==> src/ps2_consts.svh <==
`ifndef PS2_CONSTS_SVH
`define PS2_CONSTS_SVH

//////////////////////////////////////////////////
// Port FIFO sizing
//////////////////////////////////////////////////

// Entries per port FIFO
// Must stay a power of two for the pointer wrap
`define PS2_FIFO_DEPTH 8

//////////////////////////////////////////////////
// Receiver timing
//////////////////////////////////////////////////

// Idle clk cycles between PS/2 falling edges before a frame is dropped
// Short value suits simulation
// A real 100 MHz system wants something near 100 us worth of cycles
`define PS2_TIMEOUT_CYCLES 200

// Flops in each PS/2 line synchronizer
`define PS2_SYNC_STAGES 2

`endif
==> src/ps2_pkg.sv <==
package ps2_pkg;

	//////////////////////////////////////////////////
	// Error code of one received frame
	//////////////////////////////////////////////////

	// Bit 1 stop error, bit 0 parity error
	typedef struct packed {
		// Stop bit sampled low
		logic stop;
		// Parity bit did not give odd parity
		logic parity;
	} ps2_err_t;

	//////////////////////////////////////////////////
	// One received byte with its status
	//////////////////////////////////////////////////

	// Data in the upper eight bits, error code below
	// 10 bits in total
	typedef struct packed {
		logic [7:0] data;
		ps2_err_t   err;
	} ps2_byte_t;

endpackage

==> src/ps2_dual_rx.sv <==
`timescale 1ns/1ps

module ps2_dual_rx
	import ps2_pkg::*;
(
	input  logic      clk,
	input  logic      rst,
	input  logic      rx_en,
	input  logic      ps2_clk0,
	input  logic      ps2_data0,
	input  logic      ps2_clk1,
	input  logic      ps2_data1,
	input  logic      out_pop,
	output logic      out_avail,
	output logic      out_port,
	output ps2_byte_t out_byte,
	output logic      overflow0,
	output logic      overflow1
);

	logic      byte_valid0;
	logic      byte_valid1;
	ps2_byte_t byte_data0;
	ps2_byte_t byte_data1;
	logic      empty0;
	logic      empty1;
	ps2_byte_t head0;
	ps2_byte_t head1;
	logic      pop0;
	logic      pop1;

	//////////////////////////////////////////////////
	// Port 0 receive path
	//////////////////////////////////////////////////

	ps2_rx_frame u_rx0 (
		.clk        (clk),
		.rst        (rst),
		.rx_en      (rx_en),
		.ps2_clk    (ps2_clk0),
		.ps2_data   (ps2_data0),
		.byte_valid (byte_valid0),
		.byte_data  (byte_data0)
	);

	ps2_byte_fifo u_fifo0 (
		.clk      (clk),
		.rst      (rst),
		.wr       (byte_valid0),
		.wr_data  (byte_data0),
		.rd       (pop0),
		.rd_data  (head0),
		.empty    (empty0),
		.overflow (overflow0)
	);

	//////////////////////////////////////////////////
	// Port 1 receive path
	//////////////////////////////////////////////////

	ps2_rx_frame u_rx1 (
		.clk        (clk),
		.rst        (rst),
		.rx_en      (rx_en),
		.ps2_clk    (ps2_clk1),
		.ps2_data   (ps2_data1),
		.byte_valid (byte_valid1),
		.byte_data  (byte_data1)
	);

	ps2_byte_fifo u_fifo1 (
		.clk      (clk),
		.rst      (rst),
		.wr       (byte_valid1),
		.wr_data  (byte_data1),
		.rd       (pop1),
		.rd_data  (head1),
		.empty    (empty1),
		.overflow (overflow1)
	);

	//////////////////////////////////////////////////
	// Tagged output stream
	//////////////////////////////////////////////////

	ps2_port_merge u_merge (
		.clk       (clk),
		.rst       (rst),
		.empty0    (empty0),
		.empty1    (empty1),
		.head0     (head0),
		.head1     (head1),
		.out_pop   (out_pop),
		.pop0      (pop0),
		.pop1      (pop1),
		.out_avail (out_avail),
		.out_port  (out_port),
		.out_byte  (out_byte)
	);

endmodule

==> src/ps2_port_merge.sv <==
`timescale 1ns/1ps

module ps2_port_merge
	import ps2_pkg::*;
(
	input  logic      clk,
	input  logic      rst,
	input  logic      empty0,
	input  logic      empty1,
	input  ps2_byte_t head0,
	input  ps2_byte_t head1,
	input  logic      out_pop,
	output logic      pop0,
	output logic      pop1,
	output logic      out_avail,
	output logic      out_port,
	output ps2_byte_t out_byte
);

	// Port that took the most recent pop
	logic last_q;
	// Port currently presented
	logic sel;
	logic accept;

	//////////////////////////////////////////////////
	// Round-robin selection
	//////////////////////////////////////////////////

	always_comb
	begin
		if (empty0)
			sel = 1'b1;
		else if (empty1)
			sel = 1'b0;
		else
			// Both waiting so the other port gets its turn
			sel = ~last_q;
	end

	assign out_avail = ~empty0 | ~empty1;
	assign out_port  = sel;
	assign out_byte  = sel ? head1 : head0;

	//////////////////////////////////////////////////
	// Pop routing
	//////////////////////////////////////////////////

	// Pop with nothing presented is ignored
	assign accept = out_pop & out_avail;
	assign pop0   = accept & ~sel;
	assign pop1   = accept & sel;

	always_ff @(posedge clk)
	begin
		if (rst)
			// Points at port 1 so port 0 takes the first tie
			last_q <= 1'b1;
		else if (accept)
			last_q <= sel;
	end

endmodule

==> src/ps2_byte_fifo.sv <==
`timescale 1ns/1ps
`include "ps2_consts.svh"

module ps2_byte_fifo
	import ps2_pkg::*;
(
	input  logic      clk,
	input  logic      rst,
	input  logic      wr,
	input  ps2_byte_t wr_data,
	input  logic      rd,
	output ps2_byte_t rd_data,
	output logic      empty,
	output logic      overflow
);

	localparam int AW = $clog2(`PS2_FIFO_DEPTH);

	ps2_byte_t mem [`PS2_FIFO_DEPTH];

	// Extra MSB tells full from empty
	logic [AW:0] wr_ptr;
	logic [AW:0] rd_ptr;
	logic        full;
	logic        do_wr;
	logic        do_rd;

	//////////////////////////////////////////////////
	// Status and accept logic
	//////////////////////////////////////////////////

	assign empty = (wr_ptr == rd_ptr);
	assign full  = (wr_ptr[AW] != rd_ptr[AW]) &&
	               (wr_ptr[AW-1:0] == rd_ptr[AW-1:0]);

	assign do_rd = rd && !empty;
	// Pop in the same cycle frees the slot being written
	assign do_wr = wr && (!full || do_rd);

	// Head shown straight from the array
	assign rd_data = mem[rd_ptr[AW-1:0]];

	//////////////////////////////////////////////////
	// Storage
	//////////////////////////////////////////////////

	always_ff @(posedge clk)
	begin
		if (do_wr)
			mem[wr_ptr[AW-1:0]] <= wr_data;
	end

	always_ff @(posedge clk)
	begin
		if (rst)
		begin
			wr_ptr   <= '0;
			rd_ptr   <= '0;
			overflow <= 1'b0;
		end
		else
		begin
			if (do_wr)
				wr_ptr <= wr_ptr + 1'b1;
			if (do_rd)
				rd_ptr <= rd_ptr + 1'b1;
			// Sticky until reset
			if (wr && !do_wr)
				overflow <= 1'b1;
		end
	end

endmodule

==> src/ps2_rx_frame.sv <==
`timescale 1ns/1ps
`include "ps2_consts.svh"

module ps2_rx_frame
	import ps2_pkg::*;
(
	input  logic      clk,
	input  logic      rst,
	input  logic      rx_en,
	input  logic      ps2_clk,
	input  logic      ps2_data,
	output logic      byte_valid,
	output ps2_byte_t byte_data
);

	// Wide enough to hold the full timeout count
	localparam int TO_W = $clog2(`PS2_TIMEOUT_CYCLES + 1);

	typedef enum logic [2:0] {
		ST_IDLE,
		ST_DATA,
		ST_PARITY,
		ST_STOP,
		ST_DONE
	} rx_state_t;

	rx_state_t state;
	rx_state_t state_nxt;

	logic [`PS2_SYNC_STAGES-1:0] clk_sync;
	logic [`PS2_SYNC_STAGES-1:0] data_sync;
	logic                        clk_s;
	logic                        data_s;
	logic                        clk_prev;
	logic                        fall;

	logic [2:0]      bit_cnt;
	logic [7:0]      shift_q;
	ps2_err_t        err_q;
	logic [TO_W-1:0] to_cnt;
	logic            timed_out;

	//////////////////////////////////////////////////
	// Line synchronizers and edge detect
	//////////////////////////////////////////////////

	// Both lines idle high on the bus
	always_ff @(posedge clk)
	begin
		if (rst)
		begin
			clk_sync  <= '1;
			data_sync <= '1;
			clk_prev  <= 1'b1;
		end
		else
		begin
			clk_sync  <= {clk_sync[`PS2_SYNC_STAGES-2:0], ps2_clk};
			data_sync <= {data_sync[`PS2_SYNC_STAGES-2:0], ps2_data};
			clk_prev  <= clk_s;
		end
	end

	assign clk_s  = clk_sync[`PS2_SYNC_STAGES-1];
	assign data_s = data_sync[`PS2_SYNC_STAGES-1];

	// Device drives data while the clock is high
	// so data is stable when the clock falls
	assign fall = clk_prev & ~clk_s;

	//////////////////////////////////////////////////
	// Frame FSM
	//////////////////////////////////////////////////

	assign timed_out = (to_cnt == TO_W'(`PS2_TIMEOUT_CYCLES));

	always_comb
	begin
		state_nxt = state;
		case (state)
			ST_IDLE:
			begin
				// Start bit is a falling edge with data low
				if (rx_en && fall && !data_s)
					state_nxt = ST_DATA;
			end
			ST_DATA:
			begin
				if (timed_out)
					state_nxt = ST_IDLE;
				else if (fall && bit_cnt == 3'd7)
					state_nxt = ST_PARITY;
			end
			ST_PARITY:
			begin
				if (timed_out)
					state_nxt = ST_IDLE;
				else if (fall)
					state_nxt = ST_STOP;
			end
			ST_STOP:
			begin
				if (timed_out)
					state_nxt = ST_IDLE;
				else if (fall)
					state_nxt = ST_DONE;
			end
			// Single cycle to hand the byte out
			ST_DONE:
				state_nxt = ST_IDLE;
			default:
				state_nxt = ST_IDLE;
		endcase
	end

	always_ff @(posedge clk)
	begin
		if (rst)
		begin
			state      <= ST_IDLE;
			to_cnt     <= '0;
			byte_valid <= 1'b0;
		end
		else
		begin
			state      <= state_nxt;
			byte_valid <= (state == ST_DONE);
			// Restart on every edge, hold at zero outside a frame
			if (state == ST_IDLE || state == ST_DONE || fall)
				to_cnt <= '0;
			else
				to_cnt <= to_cnt + 1'b1;
		end
	end

	//////////////////////////////////////////////////
	// Shift register and error bits
	//////////////////////////////////////////////////

	always_ff @(posedge clk)
	begin
		// Fresh counter and error bits for the next frame
		if (state == ST_IDLE)
		begin
			bit_cnt <= '0;
			err_q   <= '0;
		end
		// LSB arrives first so shift toward bit 0
		if (state == ST_DATA && fall)
		begin
			shift_q <= {data_s, shift_q[7:1]};
			bit_cnt <= bit_cnt + 1'b1;
		end
		// Odd parity expects the inverted XOR of the data
		if (state == ST_PARITY && fall)
			err_q.parity <= (data_s != ~^shift_q);
		if (state == ST_STOP && fall)
			err_q.stop <= ~data_s;
		// Payload held until the next frame completes
		if (state == ST_DONE)
		begin
			byte_data.data <= shift_q;
			byte_data.err  <= err_q;
		end
	end

endmodule

==> config.mk <==
export PLATFORM = sky130hd
export DESIGN_NAME = ps2_dual_rx
export DESIGN_NICKNAME = d
export VERILOG_FILES = /design/src/ps2_pkg.sv /design/src/ps2_dual_rx.sv /design/src/ps2_port_merge.sv /design/src/ps2_byte_fifo.sv /design/src/ps2_rx_frame.sv
export VERILOG_INCLUDE_DIRS = /design/src
export SDC_FILE = /design/constraint.sdc
export NUM_CORES = 1
export LEC_CHECK = 0
export ABC_CLOCK_PERIOD_IN_PS = 5370
export BUFFER_PORTS_ARGS = -buffer_cell sky130_fd_sc_hd__clkbuf_2
export CORE_MARGIN = 5
export CORE_UTILIZATION = 62
export CTS_CLUSTER_SIZE = 14
export DETAILED_ROUTE_END_ITERATION = 6
export PLACE_DENSITY = 0.87
export SYNTH_ARGS = -nofsm -noshare
export SYNTH_HDL_FRONTEND = slang
export SYNTH_HIERARCHICAL = 1
export SYNTH_SLANG_ARGS = --single-unit
==> constraint.sdc <==
create_clock -name clk -period 5.37 [get_ports clk]
set_input_delay 0 -clock clk [delete_from_list [all_inputs] [get_ports clk]]
set_output_delay 0 -clock clk [all_outputs]
set_load 0.02 [all_outputs]
==> results of run 1 <==
==> flip-flops by register name, indices dropped and copies added, names as in the netlist, 8 cells and up, named ones only <==
signal	count
u_fifo1/mem	80
u_fifo0/mem	80
u_rx0/shift_q	8
u_rx1/byte_data	10
u_rx1/shift_q	8
u_rx0/byte_data	10
u_rx1/to_cnt	8
u_rx0/to_cnt	8
==> cell families after synthesis <==
logic type	count (synthesis)	share of synthesized area (%)
xor gates and xnor gates	36	3.17
AOI/OAI and AO/OA	38	2.86
muxes	72	11.9
DFF	265	68.1
and+or+nand+nor	196	10.1
buffers and inverters	55	2.47
adders and majority gates	12	1.39
==> final timing paths <==
| kind | end | cells past startpoint | slack [ns] | startpoint |
|---|---|---|---|---|
| setup / recovery | u_fifo0/mem[1][5]$_DFFE_PP_ | 8 | 1.47 | u_fifo1/wr_ptr[1]$_SDFFE_PP0P_ |
| hold reg to reg | u_rx1/clk_sync[1]$_SDFF_PP1_ | 1 | 0.41 | u_rx1/clk_sync[0]$_SDFF_PP1_ |
| hold / removal | u_rx1/state[1]$_SDFFE_PP0P_ | 5 | 0.06 | rx_en |
| setup reg to reg | u_fifo0/mem[1][5]$_DFFE_PP_ | 8 | 1.47 | u_fifo1/wr_ptr[1]$_SDFFE_PP0P_ |
==> metrics by stage <==
step | hold slack (ns) | power, mW | util, % | cells
6_report | 0.0564 | 3.97 | 69.4 | 949
5_1_grt | 0.0676 | 4.11 | 69.4 | 949
4_1_cts | 0.0336 | 3.99 | 69.3 | 946
3_5_place_dp | 0.184 | 2.35 | 64.6 | 896
3_3_place_gp | 0.183 | 2.34 | 64.6 | 896
2_1_floorplan | 0.0717 | 2.33 | - | 674
==> cell type report <==
| class | instances | area [um^2] | area share [%] |
|---|---|---|---|
| clock inverters | 12 | 81.3 | 0.679 |
| multi-input cells | 354 | 3220 | 26.9 |
| well taps | 225 | 282 | 2.35 |
| repair buffers | 40 | 258 | 2.15 |
| inverters | 20 | 75.1 | 0.627 |
| clock buffers | 33 | 686 | 5.73 |
| flip-flops and latches | 265 | 7370 | 61.5 |
==> worst register-to-register path, stage by stage (launching register included) <==
cell and delay [ns]:
sky130_fd_sc_hd__dfxtp_1 0.58, sky130_fd_sc_hd__xor2_1 0.18, sky130_fd_sc_hd__or3_4 0.47, sky130_fd_sc_hd__nor2_1 0.31, sky130_fd_sc_hd__o21bai_4 0.23, sky130_fd_sc_hd__nor2_1 0.26, sky130_fd_sc_hd__nand2b_1 0.36, sky130_fd_sc_hd__nor2_1 0.21
sky130_fd_sc_hd__nor4_2 0.92
==> synth_stat cells, types with 8 or more instances <==
cell                       number  share of area [%]
sky130_fd_sc_hd__nor3_1        16               0.74
sky130_fd_sc_hd__xor2_1        22                1.8
sky130_fd_sc_hd__nand3_1       20               0.93
sky130_fd_sc_hd__ha_1          12                1.4
sky130_fd_sc_hd__mux4_2        40                8.3
sky130_fd_sc_hd__mux2_4         8                1.1
sky130_fd_sc_hd__inv_1         18               0.62
sky130_fd_sc_hd__xnor2_1       12               0.97
sky130_fd_sc_hd__nor4_1        13               0.75
sky130_fd_sc_hd__clkbuf_1      19               0.66
sky130_fd_sc_hd__and3_1         8               0.46
sky130_fd_sc_hd__edfxtp_1     206                 57
sky130_fd_sc_hd__or2_2         12               0.69
sky130_fd_sc_hd__nand2_1       24               0.83
sky130_fd_sc_hd__nor2_1        49                1.7
sky130_fd_sc_hd__dfxtp_1       59                 11
sky130_fd_sc_hd__mux2_2        22                2.3
==> what timing repair did <==
item / CTS / global route
hold buffers: 5 / 0
setup buffers: 0 / 0
gates resized for setup: 0 / 0
endpoints found under the hold margin: 5 / 0
==> power by group through the flow <==
stage,registers (mW),logic [mW],clock network (mW)
after CTS,2.23,0.0800,1.67
after global placement,2.27,0.0699,0
after detailed placement,2.28,0.0762,0
after global routing,2.23,0.0892,1.78
after floorplan,2.26,0.0666,0
final,2.23,0.0799,1.66
==> per-layer routing <==
layer  wire length, um  vias up  track usage, %  share of wire (%)
li1                  -     2641               -                  -
met1              8300     2957            29.6                 40
met2             10600      229            36.2                 51
met3              1270       43            2.79                6.1
met4               622        0            7.32                3.0
met5                 0        -               0                  0
==> layout by cell type, fill, tap and decap left out, drive strengths merged, types with 3 or more instances in the layout <==
cell type / synthesis / final
edfxtp: 206 / 206
or4b: 6 / 6
inv: 18 / 18
clkinv: 2 / 13
nand2b: 9 / 9
mux2: 30 / 30
or2: 12 / 12
dlygate4sd3: 0 / 5
nand3: 20 / 20
dfxtp: 59 / 59
nor3: 16 / 16
nand4: 4 / 4
mux4: 40 / 40
nand2: 24 / 24
nor3b: 6 / 6
clkbuf: 19 / 55
nand3b: 3 / 3
and3: 8 / 8
nor4: 15 / 15
or3: 6 / 6
nor2b: 5 / 5
xor2: 22 / 22
nor2: 49 / 49
o211ai: 4 / 4
a211oi: 6 / 6
buf: 16 / 13
a21oi: 7 / 7
ha: 12 / 12
xnor2: 12 / 12
and2: 4 / 4
or4: 4 / 4
==> results.rst, run 1 <==
.. list-table::
   :header-rows: 1

   * - Metric
     - Value
   * - Result of the run
     - complete, no violations
   * - CP max-delay cell
     - sky130_fd_sc_hd__nor4_2
   * - Clock Latency Late Sink
     - 0.51 ns
   * - Buffer type at the clock tree root
     - sky130_fd_sc_hd__clkbuf_16
   * - Slew at the pin closest to its max-slew limit
     - around 1.3 ns
   * - Number of sinks driven by the clock tree
     - approximately 270
   * - Setup repair after global routing missed its margin
     - no
   * - Area growth from synthesis to layout
     - 10.6%
   * - CP most frequent cell
     - sky130_fd_sc_hd__nor2_1
   * - Unique masters post-synth
     - 57
   * - Part of the total power dissipated in combinational logic
     - approximately 2.0%
   * - Number of global-route vias before repair
     - between 6000 and 7000
   * - FMAX
     - 257 MHz
   * - Placed cell areas
     - around 0.011 mm^2
   * - Detailed router's first-iteration violation count
     - approximately 520
   * - Slowest Stage Delay on Critical Path
     - ~0.92 ns
   * - Clock Power Share
     - between 40% and 50%
   * - Number of buffers added by the clock tree synthesis step
     - 25
   * - Clk pin slew, worst setup/hold paths
     - around 0.060 ns
   * - Relative slew slack
     - between 10% and 20%
   * - Max Transition Viols Final
     - 0
   * - Pleak
     - 4.07 nW
   * - Sw Share
     - 19.6%
   * - Setup Crit Path Kind
     - reg -> reg
   * - Ant diodes
     - 0
   * - Routability congestion estimate from global placement
     - between 0.8 and 0.9
   * - Crit path max-delay family
     - simple AND/OR/NAND/NOR gates
   * - Final Setup Violations
     - 0
   * - First-pass GRT wire length
     - 33900 um
   * - Core Area
     - 0.0172 mm^2
   * - Worst clock skew
     - about 0.0073 ns
   * - Post-synth top flop
     - sky130_fd_sc_hd__edfxtp_1
   * - Maximum number of pins on one net before global-route repair
     - 52
   * - DP Wirelength
     - roughly 13000 um
   * - Synth Net Count
     - between 600 and 700
   * - Kind of launch point of the worst setup path
     - flip-flop
   * - Depth of the CTS H-tree
     - 1
   * - Category of the worst setup path capture point
     - flip-flop
   * - Remaining antenna violation count
     - 0
   * - Fin area
     - roughly 0.012 mm^2
   * - Post-synth ARST share
     - 0%
   * - Synthesized instance count
     - a little under 700
   * - Horizontal die dimension
     - around 140 um
   * - Final critical delay including setup and external delays
     - about 3.9 ns
   * - CP bufs+invs
     - 0
   * - Seq pwr share
     - a little under three fifths
   * - Class of the most critical hold timing path
     - in -> reg
   * - Ratio of routed vias to standard cells
     - around 6
   * - Power density over the cells
     - 331 mW/mm^2
   * - Area of the die
     - 0.0202 mm^2
   * - DR pass1 iterations
     - 5
   * - Number of hold violations in the final report
     - 0
   * - Critical-path maximum fanout
     - 13
   * - Setup slack at placement
     - 1.42 ns
   * - Cells along the critical path
     - xor2_1, or3_4, nor2_1, o21bai_4, nor2_1, nand2b_1, nor2_1, nor4_2
   * - Number of warnings reported in the yosys synthesis log
     - 6
   * - Initial core utilization
     - 62.8%
   * - Number of standard-cell rows in the floorplan
     - 48
   * - Max-cap violations
     - 0
   * - Cell area after synthesis
     - between 0.01 and 0.015 mm^2
   * - Clock tree buffer depth
     - 3
   * - Final Cycle Share
     - 72.6%
   * - Share of layout cells above drive strength 1
     - between 20 and 25%
   * - Portion of the post-synthesis area used by sequential elements
     - between 60% and 70%
   * - Antenna violations before repair
     - 0
   * - DRC
     - 0
   * - GR Overflow Total
     - 0
   * - Total number of vias
     - ~5900
   * - Total of buffers placed on input and output ports
     - 21
   * - Total routing usage reported by global routing
     - between 20% and 30%
   * - Worst Path Required
     - roughly 5.5 ns
   * - # fillers
     - 978
   * - Internal
     - approximately 3.2 mW
   * - Die Height
     - 142 um
   * - IR drop worst, VDD
     - approximately 0.00025 V
   * - Number of storage elements in the synthesis netlist
     - between 200 and 300
   * - Clock tree from TritonCTS
     - built
   * - Setup TNS
     - 0 ns
   * - Arrival time at the worst endpoint
     - between 4 and 5 ns
   * - Sum of routed wire length over all layers
     - around 21000 um
   * - Post-route setup slack
     - approximately 1.5 ns
   * - Number of top-level pins
     - 22
   * - Final net count
     - between 700 and 800
   * - Synth Area per Inst
     - 16.1 um^2
   * - Switching power of the nets
     - slightly below 800 uW
   * - Average wire per cell in the routed design
     - roughly 22 um
   * - Post-synth EDFFs
     - approximately 200
(Power assumes the default switching activity.)
==> run 2: changes to the inputs <==
- ABC_AREA: default -> 1
- ABC_CLOCK_PERIOD_IN_PS: 5370 -> 3900
- clock period: 5.37 -> 3.9 ns (I/O delays scaled with it)
==> run 2 against run 1 <==
  * Synthesized cell count is 48% higher
  * Clock power up 37%
  * Critical path depth up 3
  * Register-to-register slack got worse by 0.74 ns
  * Count of clock-buffer cells in the layout is 3 higher
  * Die area rose by 0.47%
  * Sequential cell count is the same
  * First-iteration DRC count grew 35%
  * Sequential power up 38%
  * Synthesized area grew 0.51%
  * Hold slack improved by 0.16 ns
  * Power increased by 38%
==> results.rst, run 2 <==
.. list-table::
   :header-rows: 1

   * - Metric
     - Value
   * - Result of the run
     - complete, no violations
   * - Number of warnings reported in the yosys synthesis log
     - 6
   * - Initial core utilization
     - around 63%
   * - Maximum number of pins on one net before global-route repair
     - 42
   * - Worst clock skew
     - around 0.015 ns
   * - Synth Net Count
     - 1018
   * - Portion of the post-synthesis area used by sequential elements
     - 67.7%
   * - Setup repair after global routing missed its margin
     - no
   * - Area growth from synthesis to layout
     - 10.4%
   * - Power density over the cells
     - ~460 mW/mm^2
   * - Post-route setup slack
     - ~0.73 ns
   * - Post-synth EDFFs
     - around 210
   * - Number of buffers added by the clock tree synthesis step
     - 25
   * - Core Area
     - 0.0172 mm^2
   * - Kind of launch point of the worst setup path
     - flip-flop
   * - Arrival time at the worst endpoint
     - about 3.3 ns
   * - Switching power of the nets
     - between 1 and 1.5 mW
   * - IR drop worst, VDD
     - 0.000331 V
   * - FMAX
     - about 320 MHz
   * - Max-cap violations
     - 0
   * - Number of global-route vias before repair
     - around 7300
   * - Area share of the leading cell type in the synthesized netlist
     - a little under three fifths
   * - Buffer type at the clock tree root
     - sky130_fd_sc_hd__clkbuf_16
   * - Most common cell after layout, fill and taps aside
     - sky130_fd_sc_hd__edfxtp_1
   * - Clock tree from TritonCTS
     - built
   * - Setup Crit Path Kind
     - reg -> reg
   * - Critical-path maximum fanout
     - 14
   * - Final critical delay including setup and external delays
     - about 3.2 ns
   * - Ratio of routed vias to standard cells
     - between 5 and 6
   * - Clock Power Share
     - between 40% and 50%
   * - Sum of routed wire length over all layers
     - 22500 um
   * - Class of the most critical hold timing path
     - in -> reg
   * - Cell Count, Final, Fillers Out
     - between 1000 and 1500
   * - Category of the worst setup path capture point
     - flip-flop
   * - Post-synth top flop
     - sky130_fd_sc_hd__edfxtp_1
   * - GR Overflow Total
     - 0
   * - Number of instances in the placed design
     - around 1200
   * - Relative slew slack
     - 21.6%
   * - Final net count
     - around 1100
   * - First-pass GRT wire length
     - ~36000 um
   * - Antenna violations before repair
     - 0
   * - # fillers
     - 1183
   * - Synth area leaders
     - sky130_fd_sc_hd__edfxtp_1 57%, sky130_fd_sc_hd__dfxtp_1 11%, sky130_fd_sc_hd__nand2_1 6.9%
   * - Slew at the pin closest to its max-slew limit
     - 1.17 ns
   * - Clock Latency Late Sink
     - between 0.5 and 0.6 ns
   * - Routability congestion estimate from global placement
     - 0.945
   * - Unique masters post-synth
     - 38
   * - Internal
     - between 4 and 5 mW
   * - Seq pwr share
     - 56.0%
   * - Setup slack at placement
     - 0.843 ns
   * - Synth Area per Inst
     - around 11 um^2
   * - Final Setup Violations
     - 0
   * - Area of the die
     - between 0.02 and 0.025 mm^2
   * - Cells along the critical path
     - xnor2_1, inv_1, nor2_1, nand2_1, inv_1, o21bai_4, nor2_1, inv_1, nand4_2, nand3_1, nor2_1
   * - Depth of the CTS H-tree
     - 1
   * - Number of storage elements in the synthesis netlist
     - about 270
   * - Detailed router's first-iteration violation count
     - around 710
   * - Ant diodes
     - 0
   * - Number of sinks driven by the clock tree
     - approximately 270
   * - Pleak
     - ~4.5 nW
   * - Number of standard-cell rows in the floorplan
     - 48
   * - Crit path max-delay family
     - simple AND/OR/NAND/NOR gates
   * - CP bufs+invs
     - 3
   * - Max Transition Viols Final
     - 0
   * - Setup TNS
     - 0 ns
   * - Worst Path Required
     - 4.03 ns
   * - Leading cell types in the layout, fill and taps excluded
     - 206 x sky130_fd_sc_hd__edfxtp_1, 201 x sky130_fd_sc_hd__nand2_1, 195 x sky130_fd_sc_hd__nor2_1
   * - Total number of vias
     - 7292
   * - Average wire per cell in the routed design
     - between 15 and 20 um
   * - Total routing usage reported by global routing
     - 22.8%
   * - Total of buffers placed on input and output ports
     - 21
   * - DR pass1 iterations
     - 6
   * - Share of layout cells above drive strength 1
     - a little under an eighth
   * - Number of top-level pins
     - 22
   * - Cell with the most instances after synthesis
     - sky130_fd_sc_hd__edfxtp_1
   * - Sw Share
     - 19.7%
   * - Clock tree buffer depth
     - 3
   * - Cell area after synthesis
     - about 0.011 mm^2
   * - DRC
     - 0
   * - Slowest Stage Delay on Critical Path
     - 0.77 ns
   * - Number of gates resized after CTS
     - 0
   * - Clk pin slew, worst setup/hold paths
     - ~0.060 ns
   * - Die Height
     - 142 um
   * - Number of hold violations in the final report
     - 0
   * - Horizontal die dimension
     - 142 um
   * - Post-synth top cells
     - 206 x sky130_fd_sc_hd__edfxtp_1, 201 x sky130_fd_sc_hd__nand2_1, 195 x sky130_fd_sc_hd__nor2_1, 64 x sky130_fd_sc_hd__inv_1, 59 x sky130_fd_sc_hd__dfxtp_1
   * - Synthesized instance count
     - 998
   * - Library cell with the largest summed area after synthesis
     - sky130_fd_sc_hd__edfxtp_1
   * - CP max-delay cell
     - sky130_fd_sc_hd__nor2_1
   * - DP Wirelength
     - approximately 15000 um
   * - Remaining antenna violation count
     - 0
   * - Final Cycle Share
     - 81.2%
   * - Post-synth ARST share
     - 0%
   * - Part of the total power dissipated in combinational logic
     - 2.8%
[run 2: changes by cell type after synthesis, moves of 8 or more]
cell                      delta
sky130_fd_sc_hd__mux2_2     -22
sky130_fd_sc_hd__nand2_2    +11
sky130_fd_sc_hd__inv_2      +20
sky130_fd_sc_hd__a21oi_1    +10
sky130_fd_sc_hd__mux2_4      -8
sky130_fd_sc_hd__xor2_1     -16
sky130_fd_sc_hd__mux4_2     -40
sky130_fd_sc_hd__nor4_1     -12
sky130_fd_sc_hd__inv_1      +46
sky130_fd_sc_hd__o32ai_1    +40
sky130_fd_sc_hd__nor2_1    +146
sky130_fd_sc_hd__nor2_2      +9
sky130_fd_sc_hd__nand2_1   +177
sky130_fd_sc_hd__o21ai_0    +42
[run 2: stage by stage]
stage / hold WS, ns / area [um^2] / power (mW) / utilization, %
final: 0.212 / 12000 / 5.49 / 69.7
after detailed placement: 0.187 / 11200 / 3.28 / 64.8
after CTS: 0.181 / 12000 / 5.54 / 69.7
after global placement: 0.183 / 11200 / 3.27 / 64.8
after global routing: 0.209 / 12000 / 5.69 / 69.7
after floorplan: 0.0691 / 10900 / 3.24 / -
[run 2: final cells by class]
cell class	count	area, um^2	share of cell area (%)
Clock buffer	36	697	5.80
Clock inverter	9	71.3	0.594
Inverter	88	333	2.77
Multi-Input combinational cell	618	3060	25.4
Sequential cell	265	7370	61.3
Tap cell	225	282	2.34
Timing Repair Buffer	32	205	1.71
[run 2: power by group through the flow]
| stage | sequential, mW | combinational, mW | clock (mW) |
|---|---|---|---|
| final | 3.07 | 0.152 | 2.27 |
| after global routing | 3.07 | 0.175 | 2.44 |
| after CTS | 3.07 | 0.152 | 2.31 |
| after detailed placement | 3.13 | 0.145 | 0 |
| after global placement | 3.13 | 0.141 | 0 |
| after floorplan | 3.13 | 0.115 | 0 |
[run 2: kinds of logic after synthesis]
kind of cell	share of synthesized area, %
adders and majority gates	1.38
AOI/OAI and AO/OA	6.75
xor gates and xnor gates	1.13
and+or+nand+nor	18.8
DFF	67.7
buffers and inverters	4.15
[run 2: layer usage]
layer	global-route usage (%)	share of wire, %	vias to the layer above
met1	28.7	39	3419
met3	3.63	7.2	96
met4	10.7	4.8	0
met2	39.0	49	327
met5	0	0	-
li1	-	-	3450
[run 2: worst min-delay path, stage by stage]
cell and delay [ns]:
sky130_fd_sc_hd__dlygate4sd3_1 0.53, sky130_fd_sc_hd__clkbuf_2 0.09, sky130_fd_sc_hd__or2_2 0.08
[run 2: timing repair]
item | CTS | global route
hold buffers | 7 | 0
buffers inserted | 0 | 0
hold endpoints to repair | 13 | 0
[run 2: worst paths after layout]
kind         slack [ns]                            end  depth (start not counted)                           start
max                0.73    u_fifo0/mem[1][1]$_DFFE_PP_                         11  u_fifo1/wr_ptr[2]$_SDFFE_PP0P_
min                0.21  u_rx1/data_sync[0]$_SDFF_PP1_                          3                       ps2_data1
max reg2reg        0.73    u_fifo0/mem[1][1]$_DFFE_PP_                         11  u_fifo1/wr_ptr[2]$_SDFFE_PP0P_
min reg2reg        0.41  u_rx1/data_sync[1]$_SDFF_PP1_                          1   u_rx1/data_sync[0]$_SDFF_PP1_
==> run 3: changes to the inputs <==
- ABC_CLOCK_PERIOD_IN_PS: 3900 -> 3200
- clock period: 3.9 -> 3.2 ns (I/O delays scaled with it)
==> run 3 against run 2 <==
  * Power increased by 25%
  * Count of clock-buffer cells in the layout decreased by 5
  * Global-route usage decreased by 0.20 points
  * Hold slack got worse by 0.19 ns
  * Core utilization increased by 0.94 points
  * Non-clock buffer count increased by 16
  * Sequential cell count unchanged
  * Routed wire length increased by 1.6%
  * First-iteration DRC count decreased by 4.2%
  * Clock power increased by 30%
==> results.rst, run 3 (synthesis results as in run 2) <==
.. list-table::
   :header-rows: 1

   * - Metric
     - Value
   * - Result of the run
     - complete, no violations
   * - Buffer type at the clock tree root
     - sky130_fd_sc_hd__clkbuf_16
   * - Average wire per cell in the routed design
     - approximately 18 um
   * - Area of the die
     - approximately 0.02 mm^2
   * - # fillers
     - ~1200
   * - Total number of vias
     - about 7300
   * - Clock Latency Late Sink
     - 0.51 ns
   * - Clk pin slew, worst setup/hold paths
     - around 0.06 ns
   * - FMAX
     - roughly 360 MHz
   * - Setup Crit Path Kind
     - reg -> out
   * - Slew at the pin closest to its max-slew limit
     - about 1.1 ns
   * - Total routing usage reported by global routing
     - roughly 23%
   * - CP most frequent cell
     - sky130_fd_sc_hd__nand2_1
   * - Cells along the critical path
     - inv_1, nor2_1, o32ai_1, nand2_1, nand2_1, nand2_1, nand2_1, clkbuf_2
   * - Antenna violations before repair
     - 0
   * - DR pass1 iterations
     - 5
   * - Depth of the CTS H-tree
     - 1
   * - Max-cap violations
     - 0
   * - Kind of launch point of the worst setup path
     - flip-flop
   * - Number of instances in the placed design
     - about 1200
   * - Buffers inserted during post-CTS setup optimization
     - 0
   * - CP max-delay cell
     - sky130_fd_sc_hd__inv_1
   * - Remaining antenna violation count
     - 0
   * - Number of global-route vias before repair
     - between 6000 and 7000
   * - Worst clock skew
     - roughly 0.013 ns
   * - Initial core utilization
     - a little over three fifths
   * - Total of buffers placed on input and output ports
     - 21
   * - Relative slew slack
     - about 30%
   * - Number of top-level pins
     - 22
   * - Clock tree from TritonCTS
     - built
   * - First-pass GRT wire length
     - 35600 um
   * - Final Cycle Share
     - a little under nine tenths
   * - Power density over the cells
     - around 560 mW/mm^2
   * - Arrival time at the worst endpoint
     - between 2 and 3 ns
   * - Sum of routed wire length over all layers
     - between 20000 and 25000 um
   * - Worst Hold Path Cells
     - 2
   * - DRC
     - 0
   * - Final Setup Violations
     - 0
   * - Slowest Stage Delay on Critical Path
     - ~0.74 ns
   * - Number of buffers added by the clock tree synthesis step
     - 25
   * - Depth of the worst register-to-register path
     - 14
   * - Worst Path Required
     - around 3.2 ns
   * - Die Height
     - 142 um
   * - Area used by sequential logic in the layout
     - roughly 0.0074 mm^2
   * - Share of layout cells above drive strength 1
     - roughly 13%
   * - Number of gates resized after CTS
     - 0
   * - Cell Count, Final, Fillers Out
     - approximately 1300
   * - Setup TNS
     - 0 ns
   * - DP Wirelength
     - 15200 um
   * - Number of hold violations in the final report
     - 0
   * - Final critical delay including setup and external delays
     - around 2.8 ns
   * - IR drop worst, VDD
     - 0.000437 V
   * - Class of the most critical hold timing path
     - in -> reg
   * - Pleak
     - between 4 and 5 nW
   * - Number of sinks driven by the clock tree
     - around 270
   * - Most common cell after layout, fill and taps aside
     - sky130_fd_sc_hd__edfxtp_1
   * - Ant diodes
     - 0
   * - Final net count
     - 1066
   * - Category of the worst setup path capture point
     - output pin
   * - Horizontal die dimension
     - 142 um
   * - Number of standard-cell rows in the floorplan
     - 48
   * - Setup repair after global routing missed its margin
     - no
   * - Maximum number of pins on one net before global-route repair
     - between 40 and 50
   * - Max Transition Viols Final
     - 0
   * - Total power
     - 6.88 mW
   * - Routability congestion estimate from global placement
     - just under 0.9
   * - Area growth from synthesis to layout
     - 11.9%
   * - Critical-path maximum fanout
     - 30
   * - Clock tree buffer depth
     - 3
   * - Detailed router's first-iteration violation count
     - roughly 680
   * - GR Overflow Total
     - 0
   * - Ratio of routed vias to standard cells
     - 5.69
   * - Multi-input logic area
     - between 0.003 and 0.004 mm^2
   * - Core Area
     - ~0.017 mm^2
   * - Leading cell types in the layout, fill and taps excluded
     - 206 x sky130_fd_sc_hd__edfxtp_1, 201 x sky130_fd_sc_hd__nand2_1, 195 x sky130_fd_sc_hd__nor2_1
run 3: changes by cell type in the layout (fill, tap and decap cells not counted), moves of 2 or more:
cell	change
sky130_fd_sc_hd__buf_4	+17
sky130_fd_sc_hd__clkbuf_1	-3
sky130_fd_sc_hd__clkbuf_8	-2
sky130_fd_sc_hd__bufinv_16	+3
sky130_fd_sc_hd__clkinv_1	-2
run 3: metal layers:
metal	vias up	share of wire [%]	track usage (%)
li1	3474	-	-
met1	3472	40	29.0
met2	312	49	38.6
met3	55	7.4	4.44
met4	0	3.1	8.15
met5	-	0	0
run 3: final timing paths:
path / start / end / slack, ns
setup / recovery: flip-flop / out_byte[1] / 0.44
hold / removal: rst / u_rx0/state[1]$_SDFFE_PP0P_ / 0.02
setup reg to reg: u_fifo0/wr_ptr[0]$_SDFFE_PP0P_ / u_fifo1/mem[5][4]$_DFFE_PP_ / 0.51
hold reg to reg: u_rx1/clk_sync[0]$_SDFF_PP1_ / u_rx1/clk_sync[1]$_SDFF_PP1_ / 0.41
run 3: final cells by class:
class | count | area share [%]
Sequential cell | 265 | 60.5
Multi-Input combinational cell | 618 | 25.1
Clock buffer | 31 | 5.41
Inverter | 88 | 2.73
Timing Repair Buffer | 48 | 2.65
Tap cell | 225 | 2.31
Clock inverter | 11 | 1.27
run 3: through the flow:
step / util (%) / cell area (um^2) / setup WS, ns / hold slack [ns]
finish: 70.6 / 12200 / 0.444 / 0.0202
detailed placement: 65.6 / 11300 / 0.555 / 0.185
floorplan: - / 10900 / 0.620 / 0.0691
CTS: 70.6 / 12200 / 0.489 / 0.0358
global route: 70.6 / 12200 / 0.275 / 0.0817
global placement: 65.6 / 11300 / 0.694 / 0.183
run 3: what timing repair did:
item                                    CTS  global route
hold buffers                              6             0
endpoints found under the setup margin    0             0
hold endpoints to repair                 12             0
run 3: power by group:
| group | switching (mW) | internal (mW) |
|---|---|---|
| combinational | 0.124 | 0.0643 |
| clock | 1.17 | 1.77 |
| sequential | 0.0235 | 3.72 |
| total | 1.32 | 5.55 |
run 3: critical path, delay by kind of cell, from the launching register on:
kind                   cells  cell delay [ns]
AO/OA/AOI/OAI              1             0.44
buffers and inverters      2             0.91
flip-flops                 1             0.40
AND/OR/NAND/NOR            5             0.50
